===== src/design/spi_pkg.sv =====
// spi master controller package.
// holds the register map, the data widths and the types shared by all blocks.

package spi_pkg;

    localparam int SPI_DATA_WIDTH = 8;
    localparam int REG_DATA_WIDTH = 32;
    localparam int REG_ADDR_WIDTH = 3;
    localparam int REG_NUM        = 8;
    localparam int CLK_DIV_WIDTH  = 8;
    localparam int WAIT_WIDTH     = 8;
    localparam int SLAVE_NUM      = 2;
    localparam int FIFO_DEPTH     = 16;

    typedef logic [SPI_DATA_WIDTH-1:0]      spi_data_t;
    typedef logic [REG_DATA_WIDTH-1:0]      reg_data_t;
    typedef logic [REG_ADDR_WIDTH-1:0]      reg_addr_t;
    typedef logic [CLK_DIV_WIDTH-1:0]       clk_div_t;   // half period in clocks, minus one.
    typedef logic [WAIT_WIDTH-1:0]          wait_t;
    typedef logic [$clog2(SLAVE_NUM)-1:0]   slave_sel_t;
    typedef logic [$clog2(FIFO_DEPTH):0]    fifo_level_t;

    localparam reg_addr_t REG_CONTROL = 3'd0;
    localparam reg_addr_t REG_STATUS  = 3'd1;
    localparam reg_addr_t REG_CLK_DIV = 3'd2;
    localparam reg_addr_t REG_WAIT    = 3'd3;
    localparam reg_addr_t REG_SLAVE   = 3'd4;
    localparam reg_addr_t REG_TX_DATA = 3'd5;
    localparam reg_addr_t REG_RX_DATA = 3'd6;
    localparam reg_addr_t REG_PARAM   = 3'd7;

    // layout of a write to the control register.
    typedef struct packed {
        logic [REG_DATA_WIDTH-5:0] rsvd;
        logic                      stop;
        logic                      cpha;
        logic                      cpol;
        logic                      soft_rst;
    } ctrl_reg_t;

    typedef struct packed {
        logic       cpol;
        logic       cpha;
        logic       stop;
        clk_div_t   clk_div;
        wait_t      wait_time;
        slave_sel_t slave_sel;
    } spi_cfg_t;

    localparam spi_cfg_t CFG_RESET = '{
        cpol:      1'b0,
        cpha:      1'b0,
        stop:      1'b0,
        clk_div:   8'd3,
        wait_time: 8'd2,
        slave_sel: '0
    };

    // tx_empty lands in bit 0 of the status register, busy in bit 4.
    typedef struct packed {
        logic busy;
        logic rx_full;
        logic rx_empty;
        logic tx_full;
        logic tx_empty;
    } spi_status_t;

    typedef struct packed {
        logic [7:0]  reg_num;
        logic [15:0] fifo_depth;
        logic [7:0]  data_width;
    } param_reg_t;

    typedef enum logic [2:0] {
        IDLE,
        LEAD,
        SHIFT,
        TRAIL,
        GAP
    } engine_state_t;

endpackage

===== src/design/spi_ctrl.sv =====
// spi master controller top level.
// ties the register file, the TX and RX FIFOs and the shift engine together.

module spi_ctrl (
    input  logic                          clk_i,
    input  logic                          rst_n_i,

    input  logic                          reg_wr_en_i,
    input  logic                          reg_rd_en_i,
    input  spi_pkg::reg_addr_t            reg_addr_i,
    input  spi_pkg::reg_data_t            reg_wdata_i,
    output spi_pkg::reg_data_t            reg_rdata_o,

    output logic                          sclk_o,
    output logic                          mosi_o,
    input  logic                          miso_i,
    output logic [spi_pkg::SLAVE_NUM-1:0] cs_n_o
);
    import spi_pkg::*;

    spi_cfg_t    cfg;
    logic        clear;
    logic        busy;

    spi_data_t   tx_push_data;
    logic        tx_push_valid;
    logic        tx_push_ready;
    spi_data_t   tx_pop_data;
    logic        tx_pop_valid;
    logic        tx_pop_ready;

    spi_data_t   rx_push_data;
    logic        rx_push_valid;
    logic        rx_push_ready;
    spi_data_t   rx_pop_data;
    logic        rx_pop_valid;
    logic        rx_pop_ready;

    fifo_level_t tx_level;
    fifo_level_t rx_level;

    spi_reg_file u_reg_file (
        .clk_i      (clk_i),
        .rst_n_i    (rst_n_i),
        .reg_wr_en_i(reg_wr_en_i),
        .reg_rd_en_i(reg_rd_en_i),
        .reg_addr_i (reg_addr_i),
        .reg_wdata_i(reg_wdata_i),
        .reg_rdata_o(reg_rdata_o),
        .cfg_o      (cfg),
        .clear_o    (clear),
        .tx_data_o  (tx_push_data),
        .tx_valid_o (tx_push_valid),
        .tx_ready_i (tx_push_ready),
        .rx_data_i  (rx_pop_data),
        .rx_valid_i (rx_pop_valid),
        .rx_ready_o (rx_pop_ready),
        .tx_level_i (tx_level),
        .rx_level_i (rx_level),
        .busy_i     (busy)
    );

    spi_fifo #(
        .DEPTH(FIFO_DEPTH)
    ) u_tx_fifo (
        .clk_i      (clk_i),
        .rst_n_i    (rst_n_i),
        .clear_i    (clear),
        .in_data_i  (tx_push_data),
        .in_valid_i (tx_push_valid),
        .in_ready_o (tx_push_ready),
        .out_data_o (tx_pop_data),
        .out_valid_o(tx_pop_valid),
        .out_ready_i(tx_pop_ready),
        .level_o    (tx_level)
    );

    spi_fifo #(
        .DEPTH(FIFO_DEPTH)
    ) u_rx_fifo (
        .clk_i      (clk_i),
        .rst_n_i    (rst_n_i),
        .clear_i    (clear),
        .in_data_i  (rx_push_data),
        .in_valid_i (rx_push_valid),
        .in_ready_o (rx_push_ready),
        .out_data_o (rx_pop_data),
        .out_valid_o(rx_pop_valid),
        .out_ready_i(rx_pop_ready),
        .level_o    (rx_level)
    );

    spi_shift_engine u_shift_engine (
        .clk_i     (clk_i),
        .rst_n_i   (rst_n_i),
        .clear_i   (clear),
        .cfg_i     (cfg),
        .tx_data_i (tx_pop_data),
        .tx_valid_i(tx_pop_valid),
        .tx_ready_o(tx_pop_ready),
        .rx_data_o (rx_push_data),
        .rx_valid_o(rx_push_valid),
        .rx_ready_i(rx_push_ready),
        .busy_o    (busy),
        .sclk_o    (sclk_o),
        .mosi_o    (mosi_o),
        .miso_i    (miso_i),
        .cs_n_o    (cs_n_o)
    );

endmodule


===== src/design/spi_reg_file.sv =====
// register file of the spi controller.
// holds the configuration, feeds the TX FIFO, drains the RX FIFO and builds status.

module spi_reg_file (
    input  logic                 clk_i,
    input  logic                 rst_n_i,

    input  logic                 reg_wr_en_i,
    input  logic                 reg_rd_en_i,
    input  spi_pkg::reg_addr_t   reg_addr_i,
    input  spi_pkg::reg_data_t   reg_wdata_i,
    output spi_pkg::reg_data_t   reg_rdata_o,

    output spi_pkg::spi_cfg_t    cfg_o,
    output logic                 clear_o,

    output spi_pkg::spi_data_t   tx_data_o,
    output logic                 tx_valid_o,
    input  logic                 tx_ready_i,

    input  spi_pkg::spi_data_t   rx_data_i,
    input  logic                 rx_valid_i,
    output logic                 rx_ready_o,

    input  spi_pkg::fifo_level_t tx_level_i,
    input  spi_pkg::fifo_level_t rx_level_i,
    input  logic                 busy_i
);
    import spi_pkg::*;

    spi_cfg_t    cfg_q;
    logic        soft_rst_q;
    ctrl_reg_t   wr_ctrl;
    spi_status_t status;
    param_reg_t  param;
    reg_data_t   rdata_d;
    reg_data_t   rdata_q;
    logic        rx_pop_req;

    assign wr_ctrl = ctrl_reg_t'(reg_wdata_i);

    assign param = '{
        reg_num:    8'(REG_NUM),
        fifo_depth: 16'(FIFO_DEPTH),
        data_width: 8'(SPI_DATA_WIDTH)
    };

    always_comb begin
        status.tx_empty = (tx_level_i == '0);
        status.tx_full  = ~tx_ready_i;  // the FIFO refuses pushes only when full.
        status.rx_empty = (rx_level_i == '0);
        status.rx_full  = (rx_level_i == fifo_level_t'(FIFO_DEPTH));
        status.busy     = busy_i;
    end

    // a write to TX_DATA is a push, a read of RX_DATA a pop.
    assign tx_data_o  = reg_wdata_i[SPI_DATA_WIDTH-1:0];
    assign tx_valid_o = reg_wr_en_i && (reg_addr_i == REG_TX_DATA);
    assign rx_pop_req = reg_rd_en_i && (reg_addr_i == REG_RX_DATA);
    assign rx_ready_o = rx_pop_req && !status.rx_empty;

    assign cfg_o       = cfg_q;
    assign clear_o     = soft_rst_q;
    assign reg_rdata_o = rdata_q;

    always_ff @(posedge clk_i) begin
        if (!rst_n_i) begin
            cfg_q      <= CFG_RESET;
            soft_rst_q <= 1'b0;
        end else begin
            soft_rst_q <= 1'b0;
            if (reg_wr_en_i) begin
                case (reg_addr_i)
                    REG_CONTROL: begin
                        soft_rst_q <= wr_ctrl.soft_rst;
                        cfg_q.cpol <= wr_ctrl.cpol;
                        cfg_q.cpha <= wr_ctrl.cpha;
                        cfg_q.stop <= wr_ctrl.stop;
                    end
                    REG_CLK_DIV: cfg_q.clk_div   <= reg_wdata_i[CLK_DIV_WIDTH-1:0];
                    REG_WAIT:    cfg_q.wait_time <= reg_wdata_i[WAIT_WIDTH-1:0];
                    REG_SLAVE:   cfg_q.slave_sel <= reg_wdata_i[$bits(slave_sel_t)-1:0];
                    default: ;
                endcase
            end
        end
    end

    always_comb begin
        rdata_d = '0;
        case (reg_addr_i)
            REG_CONTROL: rdata_d[3:1] = {cfg_q.stop, cfg_q.cpha, cfg_q.cpol};
            REG_STATUS:  rdata_d[$bits(spi_status_t)-1:0] = status;
            REG_CLK_DIV: rdata_d[CLK_DIV_WIDTH-1:0] = cfg_q.clk_div;
            REG_WAIT:    rdata_d[WAIT_WIDTH-1:0] = cfg_q.wait_time;
            REG_SLAVE:   rdata_d[$bits(slave_sel_t)-1:0] = cfg_q.slave_sel;
            REG_RX_DATA: begin
                if (!status.rx_empty) begin
                    rdata_d[SPI_DATA_WIDTH-1:0] = rx_data_i;
                end
            end
            REG_PARAM:   rdata_d = param;
            default: ;  // TX_DATA reads back zero.
        endcase
    end

    always_ff @(posedge clk_i) begin
        if (!rst_n_i) begin
            rdata_q <= '0;
        end else if (reg_rd_en_i) begin
            rdata_q <= rdata_d;
        end
    end

    // the pop is gated by the level, so the FIFO must agree that data is there.
    a_pop_valid: assert property (@(posedge clk_i) disable iff (!rst_n_i)
        rx_ready_o |-> rx_valid_i);

endmodule


===== src/design/spi_shift_engine.sv =====
// spi master shift engine.
// pops bytes from the TX FIFO, shifts them out MSB first in any CPOL/CPHA mode
// and pushes the captured MISO bytes into the RX FIFO.

module spi_shift_engine (
    input  logic                          clk_i,
    input  logic                          rst_n_i,
    input  logic                          clear_i,

    input  spi_pkg::spi_cfg_t             cfg_i,

    input  spi_pkg::spi_data_t            tx_data_i,
    input  logic                          tx_valid_i,
    output logic                          tx_ready_o,

    output spi_pkg::spi_data_t            rx_data_o,
    output logic                          rx_valid_o,
    input  logic                          rx_ready_i,

    output logic                          busy_o,

    output logic                          sclk_o,
    output logic                          mosi_o,
    input  logic                          miso_i,
    output logic [spi_pkg::SLAVE_NUM-1:0] cs_n_o
);
    import spi_pkg::*;

    engine_state_t        state_q;
    spi_cfg_t             cfg_q;
    clk_div_t             div_cnt;
    wait_t                gap_cnt;
    logic [3:0]           edge_cnt;
    spi_data_t            tx_q;
    spi_data_t            rx_q;
    logic                 sclk_q;
    logic [SLAVE_NUM-1:0] cs_n_q;
    logic [SLAVE_NUM-1:0] cs_sel_n;
    logic                 cfg_load;
    logic                 half_done;
    logic                 gap_done;
    logic                 first_edge;
    logic                 do_sample;
    logic                 do_shift;
    logic                 edge_now;

    // the configuration only follows the registers between bytes.
    assign cfg_load  = (state_q == IDLE) || (state_q == GAP);
    assign half_done = (div_cnt == cfg_q.clk_div);
    assign gap_done  = (cfg_q.wait_time == '0) || (gap_cnt == cfg_q.wait_time - 1'b1);

    // even edge_cnt values are the first edge of a bit pair.
    assign first_edge = ~edge_cnt[0];
    assign do_sample  = first_edge ^ cfg_q.cpha;
    assign do_shift   = cfg_q.cpha ? (first_edge && edge_cnt != 4'd0) : ~first_edge;
    assign edge_now   = (state_q == SHIFT) && half_done;

    assign cs_sel_n = ~(SLAVE_NUM'(1) << cfg_i.slave_sel);

    assign tx_ready_o = (state_q == IDLE) || (state_q == GAP && gap_done && !cfg_q.stop);
    assign rx_valid_o = (state_q == TRAIL) && half_done;
    assign rx_data_o  = rx_q;
    assign busy_o     = (state_q != IDLE);
    assign mosi_o     = busy_o & tx_q[7];
    assign sclk_o     = sclk_q;
    assign cs_n_o     = cs_n_q;

    always_ff @(posedge clk_i) begin
        if (!rst_n_i) begin
            state_q  <= IDLE;
            cfg_q    <= CFG_RESET;
            sclk_q   <= CFG_RESET.cpol;
            cs_n_q   <= '1;
            div_cnt  <= '0;
            gap_cnt  <= '0;
            edge_cnt <= '0;
        end else if (clear_i) begin
            state_q  <= IDLE;
            cfg_q    <= cfg_i;
            sclk_q   <= cfg_i.cpol;
            cs_n_q   <= '1;
            div_cnt  <= '0;
            gap_cnt  <= '0;
            edge_cnt <= '0;
        end else begin
            if (cfg_load) begin
                cfg_q  <= cfg_i;
                sclk_q <= cfg_i.cpol;
            end
            case (state_q)
                IDLE: begin
                    if (tx_valid_i) begin
                        state_q <= LEAD;
                        div_cnt <= '0;
                        cs_n_q  <= cs_sel_n;
                    end
                end
                LEAD: begin
                    if (half_done) begin
                        state_q  <= SHIFT;
                        div_cnt  <= '0;
                        edge_cnt <= '0;
                    end else begin
                        div_cnt <= div_cnt + 1'b1;
                    end
                end
                SHIFT: begin
                    if (half_done) begin
                        div_cnt  <= '0;
                        sclk_q   <= ~sclk_q;
                        edge_cnt <= edge_cnt + 1'b1;
                        if (edge_cnt == 4'd15) begin
                            state_q <= TRAIL;  // sixteenth edge brings sclk back to idle.
                        end
                    end else begin
                        div_cnt <= div_cnt + 1'b1;
                    end
                end
                TRAIL: begin
                    if (!half_done) begin
                        div_cnt <= div_cnt + 1'b1;
                    end else if (rx_ready_i) begin
                        state_q <= GAP;
                        gap_cnt <= '0;
                    end
                end
                GAP: begin
                    if (!gap_done) begin
                        gap_cnt <= gap_cnt + 1'b1;
                    end else if (tx_valid_i && !cfg_q.stop) begin
                        state_q <= LEAD;
                        div_cnt <= '0;
                        cs_n_q  <= cs_sel_n;
                    end else begin
                        state_q <= IDLE;
                        cs_n_q  <= '1;
                    end
                end
                default: state_q <= IDLE;
            endcase
        end
    end

    always_ff @(posedge clk_i) begin
        if (tx_ready_o && tx_valid_i) begin
            tx_q <= tx_data_i;
        end else if (edge_now && do_shift) begin
            tx_q <= {tx_q[6:0], 1'b0};
        end
        if (edge_now && do_sample) begin
            rx_q <= {rx_q[6:0], miso_i};
        end
    end

    // no chip select is active while the engine is idle.
    a_one_cs: assert property (@(posedge clk_i) disable iff (!rst_n_i)
        $onehot0(~cs_n_o) && (busy_o || (&cs_n_o)));

    // sclk rests at the polarity in use outside the shift phase, so in IDLE too.
    a_idle_sclk: assert property (@(posedge clk_i) disable iff (!rst_n_i)
        (state_q != SHIFT) |-> (sclk_o == cfg_q.cpol));

endmodule


===== src/design/spi_fifo.sv =====
// synchronous byte FIFO with valid/ready on both sides.
// reports its occupancy for the status register.

module spi_fifo #(
    parameter int DEPTH = spi_pkg::FIFO_DEPTH
) (
    input  logic                 clk_i,
    input  logic                 rst_n_i,
    input  logic                 clear_i,

    input  spi_pkg::spi_data_t   in_data_i,
    input  logic                 in_valid_i,
    output logic                 in_ready_o,

    output spi_pkg::spi_data_t   out_data_o,
    output logic                 out_valid_o,
    input  logic                 out_ready_i,

    output spi_pkg::fifo_level_t level_o
);
    import spi_pkg::*;

    localparam int PTR_W = $clog2(DEPTH);

    spi_data_t        mem [DEPTH];
    logic [PTR_W-1:0] wr_ptr;
    logic [PTR_W-1:0] rd_ptr;
    fifo_level_t      level_q;
    logic             push;
    logic             pop;

    function automatic logic [PTR_W-1:0] ptr_next(input logic [PTR_W-1:0] ptr);
        if (ptr == PTR_W'(DEPTH - 1)) begin
            return '0;
        end
        return ptr + 1'b1;
    endfunction

    assign in_ready_o  = (level_q != fifo_level_t'(DEPTH));
    assign out_valid_o = (level_q != '0);
    assign out_data_o  = mem[rd_ptr];  // head word, shown the cycle after its push.
    assign level_o     = level_q;

    assign push = in_valid_i & in_ready_o;
    assign pop  = out_valid_o & out_ready_i;

    always_ff @(posedge clk_i) begin
        if (push) begin
            mem[wr_ptr] <= in_data_i;
        end
    end

    always_ff @(posedge clk_i) begin
        if (!rst_n_i || clear_i) begin
            wr_ptr  <= '0;
            rd_ptr  <= '0;
            level_q <= '0;
        end else begin
            if (push) begin
                wr_ptr <= ptr_next(wr_ptr);
            end
            if (pop) begin
                rd_ptr <= ptr_next(rd_ptr);
            end
            case ({push, pop})
                2'b10:   level_q <= level_q + 1'b1;
                2'b01:   level_q <= level_q - 1'b1;
                default: level_q <= level_q;  // both or neither leave the count alone.
            endcase
        end
    end

    a_level_max: assert property (@(posedge clk_i) disable iff (!rst_n_i)
        level_q <= fifo_level_t'(DEPTH));

    a_out_hold: assert property (@(posedge clk_i) disable iff (!rst_n_i || clear_i)
        out_valid_o && !out_ready_i |=> out_valid_o && $stable(out_data_o));

endmodule


===== config.mk =====
export PLATFORM = sky130hd
export DESIGN_NAME = spi_ctrl
export DESIGN_NICKNAME = d
export VERILOG_FILES = /design/src/design/spi_pkg.sv /design/src/design/spi_ctrl.sv /design/src/design/spi_reg_file.sv /design/src/design/spi_shift_engine.sv /design/src/design/spi_fifo.sv
export SDC_FILE = /design/constraint.sdc
export NUM_CORES = 1
export LEC_CHECK = 0
export ABC_AREA = 1
export BUFFER_PORTS_ARGS = -buffer_cell sky130_fd_sc_hd__buf_2
export CELL_PAD_IN_SITES_DETAIL_PLACEMENT = 0
export CELL_PAD_IN_SITES_GLOBAL_PLACEMENT = 1
export CORE_AREA = 2 2 159 223
export CTS_CLUSTER_DIAMETER = 120
export DETAILED_ROUTE_END_ITERATION = 16
export DIE_AREA = 0 0 161 225
export GPL_TIMING_DRIVEN = 0
export PLACE_DENSITY = 0.87
export RECOVER_POWER = 50
export SLEW_MARGIN = 20
export SYNTH_ARGS = -nofsm -noshare
export SYNTH_HDL_FRONTEND = slang
export SYNTH_SLANG_ARGS = --single-unit

===== constraint.sdc =====
create_clock -name clk_i -period 3.3 [get_ports clk_i]
set_input_delay 0.66 -clock clk_i [delete_from_list [all_inputs] [get_ports clk_i]]
set_output_delay 0.66 -clock clk_i [all_outputs]
set_load 0.01 [all_outputs]

After elaboration in Yosys (flattened, before gate mapping)
Memories as Yosys holds them, arrays and structs flattened. A register that Yosys moved wholly into a read port is not among the register bits. Index checks and enable logic that the tools add are counted.

Memories kept: 2. Memory bits (writable): 256. Input port bits: 40. Word-level logic and storage cells: 206. Flip-flop bits (word level): 139.

Eq/ne operators: 35. Muxes and demuxes: 71. Shift operators: 1. Bitwise operators: 11. Add/sub/neg operators: 12. Reduce and logical (&&, ||, !) cells: 48.

Memories: u_rx_fifo.mem (depth 16, bits a word 8, rd ports 1, clocked after Yosys merged registers in 1, write ports 1, line spi_fifo.sv:25) `spi_data_t mem [DEPTH];`; u_tx_fifo.mem (depth 16, bits a word 8, rd ports 1, clocked after Yosys merged registers in 1, write ports 1, line spi_fifo.sv:25).

Operator list (count): $mux W8 (11); $mux W4 (14); $mux W19 (2); $pmux W8 S4 (1); $mux W1 (22); $mux W3 (7); $add A4 B1 Y4 const B (5); $eq A4 B4 Y1 const B (5); $mux W20 (1); $pmux W5 S2 (2); $pmux W3 S6 (1); $add A8 B1 Y8 const B (2); $eq A8 B8 Y1 (2); $pmux W8 S2 (1); $eq A3 B3 Y1 const B (5); $pmux W3 S5 (1); $reduce_bool A2 Y1 (7); $eq A3 B2 Y1 const B (4); $logic_and A1 B1 Y1 (12); $add A5 B1 Y5 const B (2); $logic_not A5 Y1 (2); $ne A2 B1 Y1 const B (5); $ne A2 B2 Y1 const B (5); $ne A5 B5 Y1 const B (2); other kinds (30) (57).

Logic depth before layout (Yosys ltp)
Word-level depth: 12. Mapped depth: 25. Gate-level depth less buffers: 24.

By module
From an unflattened synthesis, not the netlist that was laid out.

Cells, all modules: 1805. Area total of the unflattened synthesis: 17595.6 µm².

By module, submodules not included: spi_fifo (sequential area each 4184.0 µm², area an instance 6219.7 µm², instances 2, cells an instance 549); spi_shift_engine (sequential area each 1361.3 µm², area an instance 3387.0 µm², instances 1, cells an instance 457); spi_reg_file (sequential area each 600.6 µm², area an instance 1769.2 µm², instances 1, cells an instance 250).

Worst setup path after synthesis
Ideal clock, no wire load.

Path type: register -> register. Start point: register u_shift_engine.cfg_q[1] (netlist name). End point: register u_tx_fifo.level_q[4] (netlist: u_tx_fifo.level_o[4]). Stages on the path, launching flop included: 26. Buffers on the path: 1. Path slack: 0.451 ns. Data required time: 3.229 ns. Clock period less this slack: 2.849 ns. Data arrival time: 2.778 ns. Cells stage by stage: dfxtp_1 inv_2 ha_1 inv_1 nand2_1 nand2_1 nor2_1 nand2_1 nor2_1 nand2_1 nor2_1 nand2_2 nand2_2 nand2_2 nand2_2 buf_6 ha_1 xor2_1 ha_1 a21o_1 nand2_1 nand2_1 a21oi_1 xor2_1 nand2_1 a21oi_1.

Word-level cells in the longest chain between the ends: 9. Elaborated cells between the ends (all ways): 12. Classes of those cells: 1 x add/sub; 3 x eq/ne; 1 x mux; 1 x bitwise; 6 x reduce/logical.

Ends and longest elaborated chain: from (decl) (line spi_shift_engine.sv:30) `spi_cfg_t cfg_q;`; from (signal assigned) (line spi_shift_engine.sv:79) `cfg_q <= cfg_i;`; from (signal assigned) (line spi_shift_engine.sv:87) `cfg_q <= cfg_i;`; $sub A8 B1 Y8 (line spi_shift_engine.sv:50) `assign gap_done = (cfg_q.wait_time == '0) || (gap_cnt == cfg_q.wait_time - 1'b1);`; $eq A8 B8 Y1 (line spi_shift_engine.sv:50); $logic_or A1 B1 Y1 (*) (line spi_shift_engine.sv:50); $logic_and A1 B1 Y1 (*) (2 in series) (line spi_shift_engine.sv:60) `assign tx_ready_o = (state_q == IDLE) || (state_q == GAP && gap_done && !cfg_q.stop);`; $logic_or A1 B1 Y1 (*) (line spi_shift_engine.sv:60); $and A1 B1 Y1 (*) (line spi_fifo.sv:45) `assign pop = out_valid_o & out_ready_i;`; $eq A2 B1 Y1 / $eq A2 B2 Y1 (equally long branches) (line spi_fifo.sv:65) `case ({push, pop})`; $pmux W5 S2 / $reduce_bool A2 Y1 (equally long branches); to (signal assigned) (line spi_fifo.sv:66) `2'b10: level_q <= level_q + 1'b1;`; to (signal assigned) (line spi_fifo.sv:67) `2'b01: level_q <= level_q - 1'b1;`; to (signal assigned) (line spi_fifo.sv:68) `default: level_q <= level_q;`; to (decl) (line spi_fifo.sv:28) `fifo_level_t level_q;`.

Every way passes the cells marked *; elsewhere a longest branch is shown, timed or not. A chain may end at the register's enable or synchronous reset.

Worst setup path after layout
Start point: register u_shift_engine.state_q[0]. End point: register u_rx_fifo.level_q[4] (netlist: u_rx_fifo.level_o[4]).

Word-level cells in the longest chain between the ends: 5. Elaborated cells between the ends (all ways): 7. Classes of those cells: 3 x eq/ne; 1 x mux; 1 x bitwise; 2 x reduce/logical.

Ends and longest elaborated chain: from (decl) (line spi_shift_engine.sv:29) `engine_state_t state_q;`; from (signal assigned) (line spi_shift_engine.sv:70) `state_q <= IDLE;`; from (signal assigned) (line spi_shift_engine.sv:78) `state_q <= IDLE;`; from (signal assigned) (line spi_shift_engine.sv:93) `state_q <= LEAD;`; $eq A3 B2 Y1 (*) (line spi_shift_engine.sv:61) `assign rx_valid_o = (state_q == TRAIL) && half_done;`; $logic_and A1 B1 Y1 (*) (line spi_shift_engine.sv:61); $and A1 B1 Y1 (*) (line spi_fifo.sv:44) `assign push = in_valid_i & in_ready_o;`; $eq A2 B1 Y1 / $eq A2 B2 Y1 (equally long branches) (line spi_fifo.sv:65); $pmux W5 S2 / $reduce_bool A2 Y1 (equally long branches); to (signal assigned) (line spi_fifo.sv:66); to (signal assigned) (line spi_fifo.sv:67); to (signal assigned) (line spi_fifo.sv:68); to (decl) (line spi_fifo.sv:28).

Marked as above.

==> tab_implementation.tex <==
\begin{tabular}{lr}
\hline
Metric & Value \\
\hline
\multicolumn{2}{l}{\textbf{Synthesis}} \\
\quad Dominant cells by area after synthesis & sky130\_fd\_sc\_hd\_\_edfxtp\_1 49\%, sky130\_fd\_sc\_hd\_\_dfxtp\_1 13\%, sky130\_fd\_sc\_hd\_\_nand2\_1 6.4\%, sky130\_fd\_sc\_hd\_\_nor2\_1 5.5\%, sky130\_fd\_sc\_hd\_\_o21ai\_0 5.0\% \\
\quad Area fraction of the dominant cell type after synthesis & 0.495 \\
\quad Synthesized cell area & 16500 um\^{}2 \\
\quad Number of synthesized flops with an enable pin & 272 \\
\quad Number of distinct library cells after synthesis & 49 \\
\quad Yosys top cell by area & sky130\_fd\_sc\_hd\_\_edfxtp\_1 \\
\quad Cell count after synthesis & 1639 \\
\quad Most frequent cell after synthesis & sky130\_fd\_sc\_hd\_\_nand2\_1 \\
\quad Top cells by instance count after synthesis & 280 x sky130\_fd\_sc\_hd\_\_nand2\_1, 272 x sky130\_fd\_sc\_hd\_\_edfxtp\_1, 242 x sky130\_fd\_sc\_hd\_\_nor2\_1 \\
\quad Portion of the post-synthesis area used by sequential elements & 0.626 \\
\quad Primary FF master, synth & sky130\_fd\_sc\_hd\_\_edfxtp\_1 \\
\quad Number of warnings issued by yosys & 0 \\
\quad Fraction of synthesis flops using an asynchronous set or reset pin & 0 \\
\quad Synthesized area per cell & 10.1 um\^{}2 \\
\quad Count of state elements after synthesis & 380 \\
\multicolumn{2}{l}{\textbf{Power}} \\
\quad Share of total power in sequential cells & 0.453 \\
\quad Combinational share of power & 0.202 \\
\quad Standby leakage power & 6.83 nW \\
\quad Relative contribution of the clock network to total power & 0.346 \\
\quad Net Sw Power & 3.62 mW \\
\quad Fraction of power spent switching nets & 0.296 \\
\quad Total internal power & 8.59 mW \\
\quad Power density over the cells & 659 nW/um\^{}2 \\
\quad Maximum resistive drop on vdd & 0.495 mV \\
\multicolumn{2}{l}{\textbf{Drt}} \\
\quad Remaining design rule violation count & 0 \\
\quad Total detailed-routing wirelength & 42200 um \\
\quad Remaining antenna violation count & 0 \\
\quad Initial detailed-routing violation count & 985 \\
\quad Number of vias after detailed routing & 12179 \\
\quad First-pass iteration count of the detailed router & 5 \\
\quad Avg Vias per Cell & 5.52 \\
\quad Final routed wire length divided by cell count & 19.1 um \\
\multicolumn{2}{l}{\textbf{Clocking}} \\
\quad Maximum level of the CTS H-tree & 2 \\
\quad Clock slew seen by the registers of the worst setup and hold paths & 0.06 ns \\
\quad Cts bufs inserted & 37 \\
\quad Cts hold-fix bufs & 0 \\
\quad CTS tree & yes \\
\quad Clock root buffer & sky130\_fd\_sc\_hd\_\_clkbuf\_16 \\
\quad CTS sink cnt & 380 \\
\quad Insertion delay to the later sink of the worst-skew pair & 0.55 ns \\
\quad Number of buffers on the longest clock path & 3 \\
\multicolumn{2}{l}{\textbf{Flow run}} \\
\quad Max-capacitance violation count & 0 \\
\multicolumn{2}{l}{\textbf{STA}} \\
\quad Fmax achieved & 334 MHz \\
\quad Share of the cycle needed by the critical path after routing & 0.907 \\
\quad Post-layout minimum cycle time & 2.99 ns \\
\quad Setup total negative slack & 0 ns \\
\quad Max-slew violations & 0 \\
\quad Tightest Pin Transition & 1.07 ns \\
\quad Setup repair after global routing missed its margin & no \\
\quad Worst slew margin & 0.284 \\
\quad Final worst clock skew & 0.0213 ns \\
\quad Hold violation count in the final report & 0 \\
\quad Final Setup Violations & 0 \\
\multicolumn{2}{l}{\textbf{Setup path}} \\
\quad Launching point of the worst reg2reg path & u\_shift\_engine.state\_q[0] \\
\quad Worst-case reg-to-reg path depth & 16 \\
\quad Largest fanout on the critical path & 10 \\
\quad End of the worst register-to-register path & u\_rx\_fifo.level\_o[4] \\
\quad Critical Path Sink Type & flop \\
\quad Required time at the worst-slack endpoint & 3.72 ns \\
\quad Cell with the largest stage delay on the worst path & sky130\_fd\_sc\_hd\_\_dfxtp\_1 \\
\quad Sequence of cells on the critical path & inv\_1 -> nor2\_1 -> nand2\_1 -> inv\_1 -> nand3\_4 -> buf\_4 -> ha\_1 -> ha\_1 -> nand2\_1 -> nand2\_1 -> a31oi\_1 -> nor2\_1 -> nor2\_1 -> o21ai\_1 -> o21ai\_0 -> a21oi\_1 \\
\quad Arr. time, crit path & 3.41 ns \\
\quad Reg-to-reg setup timing slack & 0.31 ns \\
\quad WS Path Type & flop to flop \\
\quad Max stage delay on crit path & 0.40 ns \\
\quad Worst Setup Start Kind & flop \\
\multicolumn{2}{l}{\textbf{Hold path}} \\
\quad Min-Delay Path Class & input pin to flop \\
\quad Endpoint of the worst hold path & u\_shift\_engine.rx\_data\_o[0] \\
\quad Number of cells traversed by the worst hold path & 1 \\
\quad Startpoint of the most critical hold path & miso\_i \\
\multicolumn{2}{l}{\textbf{Global routing}} \\
\quad Wire length of the first global-routing pass & 65300 um \\
\quad Global-route usage over all layers & 0.234 \\
\quad GRT Residual Overflow & 0 \\
\quad Vias in the first global route & 11996 \\
\quad Pin count of the biggest net entering global routing & 20 \\
\quad Initial antenna violation count & 0 \\
\multicolumn{2}{l}{\textbf{Floorplanning}} \\
\quad Ports & 76 \\
\quad Die extent in x & 161 um \\
\quad Placeable Area & 34000 um\^{}2 \\
\quad Initial Utilization & 0.485 \\
\quad Placement Rows & 80 \\
\quad Die area & 36200 um\^{}2 \\
\quad Die height & 225 um \\
\multicolumn{2}{l}{\textbf{Cells and area}} \\
\quad Final Core Density & 0.544 \\
\quad Post-route design area & 18500 um\^{}2 \\
\quad Fraction of layout cells with a size suffix above 1 & 0.0803 \\
\quad Syn-to-layout area delta & 12.2\% \\
\quad Number of nets in the layout & 1795 \\
\quad Count of filler cells inserted in the layout & 2991 \\
\multicolumn{2}{l}{\textbf{Placed design}} \\
\quad Detailed placement HPWL & 29600 um \\
\quad Placement-stage cell area & 17300 um\^{}2 \\
\quad Number of buffers inserted by port buffering & 28 \\
\quad Last weighted congestion value of the routability-driven placer & 0.915 \\
\multicolumn{2}{l}{\textbf{Run status}} \\
\quad Status & finished, final reports clean \\
\hline
\end{tabular}
metal layers:
layer / up-vias / part of all wire / wire length, um / global-route usage
li1: 5817 / - / - / -
met1: 5838 / 0.37 / 15600 / 0.266
met2: 419 / 0.53 / 22200 / 0.431
met3: 105 / 0.055 / 2310 / 0.0285
met4: 0 / 0.050 / 2100 / 0.120
met5: - / 0 / 0 / 0
metrics by stage:
step | std cells | hold slack, ns | total power [mW] | worst slack [ns]
2_1_floorplan | 1660 | 0.441 | 7.26 | 0.451
3_3_place_gp | 2139 | 0.442 | 7.92 | 0.0402
5_1_grt | 2207 | 0.273 | 12.7 | 0.0205
3_5_place_dp | 2139 | 0.438 | 7.98 | 0.0174
4_1_cts | 2204 | 0.270 | 12.2 | 0.0430
6_report | 2208 | 0.286 | 12.2 | 0.307
worst max-delay path: cells and delay by family (launching register included):
family	cells	cell delay, ns
buffers and inverters	3	0.52
DFF	1	0.40
adders and majority gates	2	0.62
AOI/OAI and AO/OA	4	0.48
and+or+nand+nor	7	0.84
cell families (layout without fill, tap and decap cells):
family	count (synthesis)	after routing	share of synthesized area
AO/OA/AOI/OAI	337	337	0.117
XOR/XNOR	32	32	0.0170
adder cells (fa/ha/maj)	25	25	0.0194
buffers and inverters	204	300	0.0546
flip-flops	380	380	0.626
other	1	23	0.000227
AND/OR/NAND/NOR	660	660	0.166
registers in the layout, indices dropped and copies added, names as in the netlist, 5 cells and up, named ones only:
register and flops:
u_rx_fifo.mem 128, u_tx_fifo.mem 128, u_reg_file.cfg_o 20, u_shift_engine.cfg_q 18
u_reg_file.reg_rdata_o 9, u_shift_engine.div_cnt 8, u_shift_engine.gap_cnt 8, u_shift_engine.rx_data_o 8
u_shift_engine.tx_q 8, u_rx_fifo.level_o 5, u_tx_fifo.level_o 5
cells in the final DEF, fill, tap and decap left out, types with 26 or more instances in the layout:
master / n
sky130_fd_sc_hd__nand2_1: 282
sky130_fd_sc_hd__edfxtp_1: 272
sky130_fd_sc_hd__nor2_1: 241
sky130_fd_sc_hd__o21ai_0: 164
sky130_fd_sc_hd__dfxtp_1: 107
sky130_fd_sc_hd__inv_1: 101
sky130_fd_sc_hd__nand3_1: 92
sky130_fd_sc_hd__a21oi_1: 90
sky130_fd_sc_hd__clkbuf_1: 77
sky130_fd_sc_hd__clkbuf_16: 37
sky130_fd_sc_hd__o221ai_1: 26
sky130_fd_sc_hd__buf_4: 26
worst max path at each step:
stage / startpoint / to / slack, ns
detailed placement: u_shift_engine.cfg_q[1] / u_tx_fifo.level_o[4] / 0.02
global placement: u_shift_engine.cfg_q[1] / u_tx_fifo.level_o[4] / 0.04
global route: u_shift_engine.state_q[0] / u_rx_fifo.level_o[4] / 0.02
CTS: u_shift_engine.cfg_q[1] / u_tx_fifo.level_o[4] / 0.04
floorplan: u_shift_engine.cfg_q[1] / u_tx_fifo.level_o[4] / 0.45
finish: u_shift_engine.state_q[0] / u_rx_fifo.level_o[4] / 0.31
layout make-up:
type                            count  area (um^2)  area share
Sequential cell                   380        10300       0.558
Multi-Input combinational cell   1076         5380       0.291
Clock buffer                       45          976      0.0527
Tap cell                          451          564      0.0305
Buffer                             90          478      0.0258
Inverter                          114          430      0.0232
Clock inverter                     20          216      0.0117
Timing Repair Buffer               31          135     0.00730
Antenna cell                        1         2.50    0.000135
what timing repair did:
| action | in CTS | in global routing |
|---|---|---|
| setup endpoints to repair | 1 | 5 |
| gates resized for setup | 1 | 13 |
| buffers inserted | 0 | 3 |
| endpoints found under the hold margin | 0 | 0 |
power by group through the flow:
| stage | Clock [mW] | Combinational, mW | Sequential [mW] |
|---|---|---|---|
| 3_3_place_gp | 0 | 2.30 | 5.62 |
| 5_1_grt | 4.44 | 2.76 | 5.55 |
| 3_5_place_dp | 0 | 2.35 | 5.62 |
| 4_1_cts | 4.27 | 2.38 | 5.52 |
| 2_1_floorplan | 0 | 1.69 | 5.57 |
| 6_report | 4.22 | 2.46 | 5.53 |
Note: power is estimated with default switching activity, not from simulation.
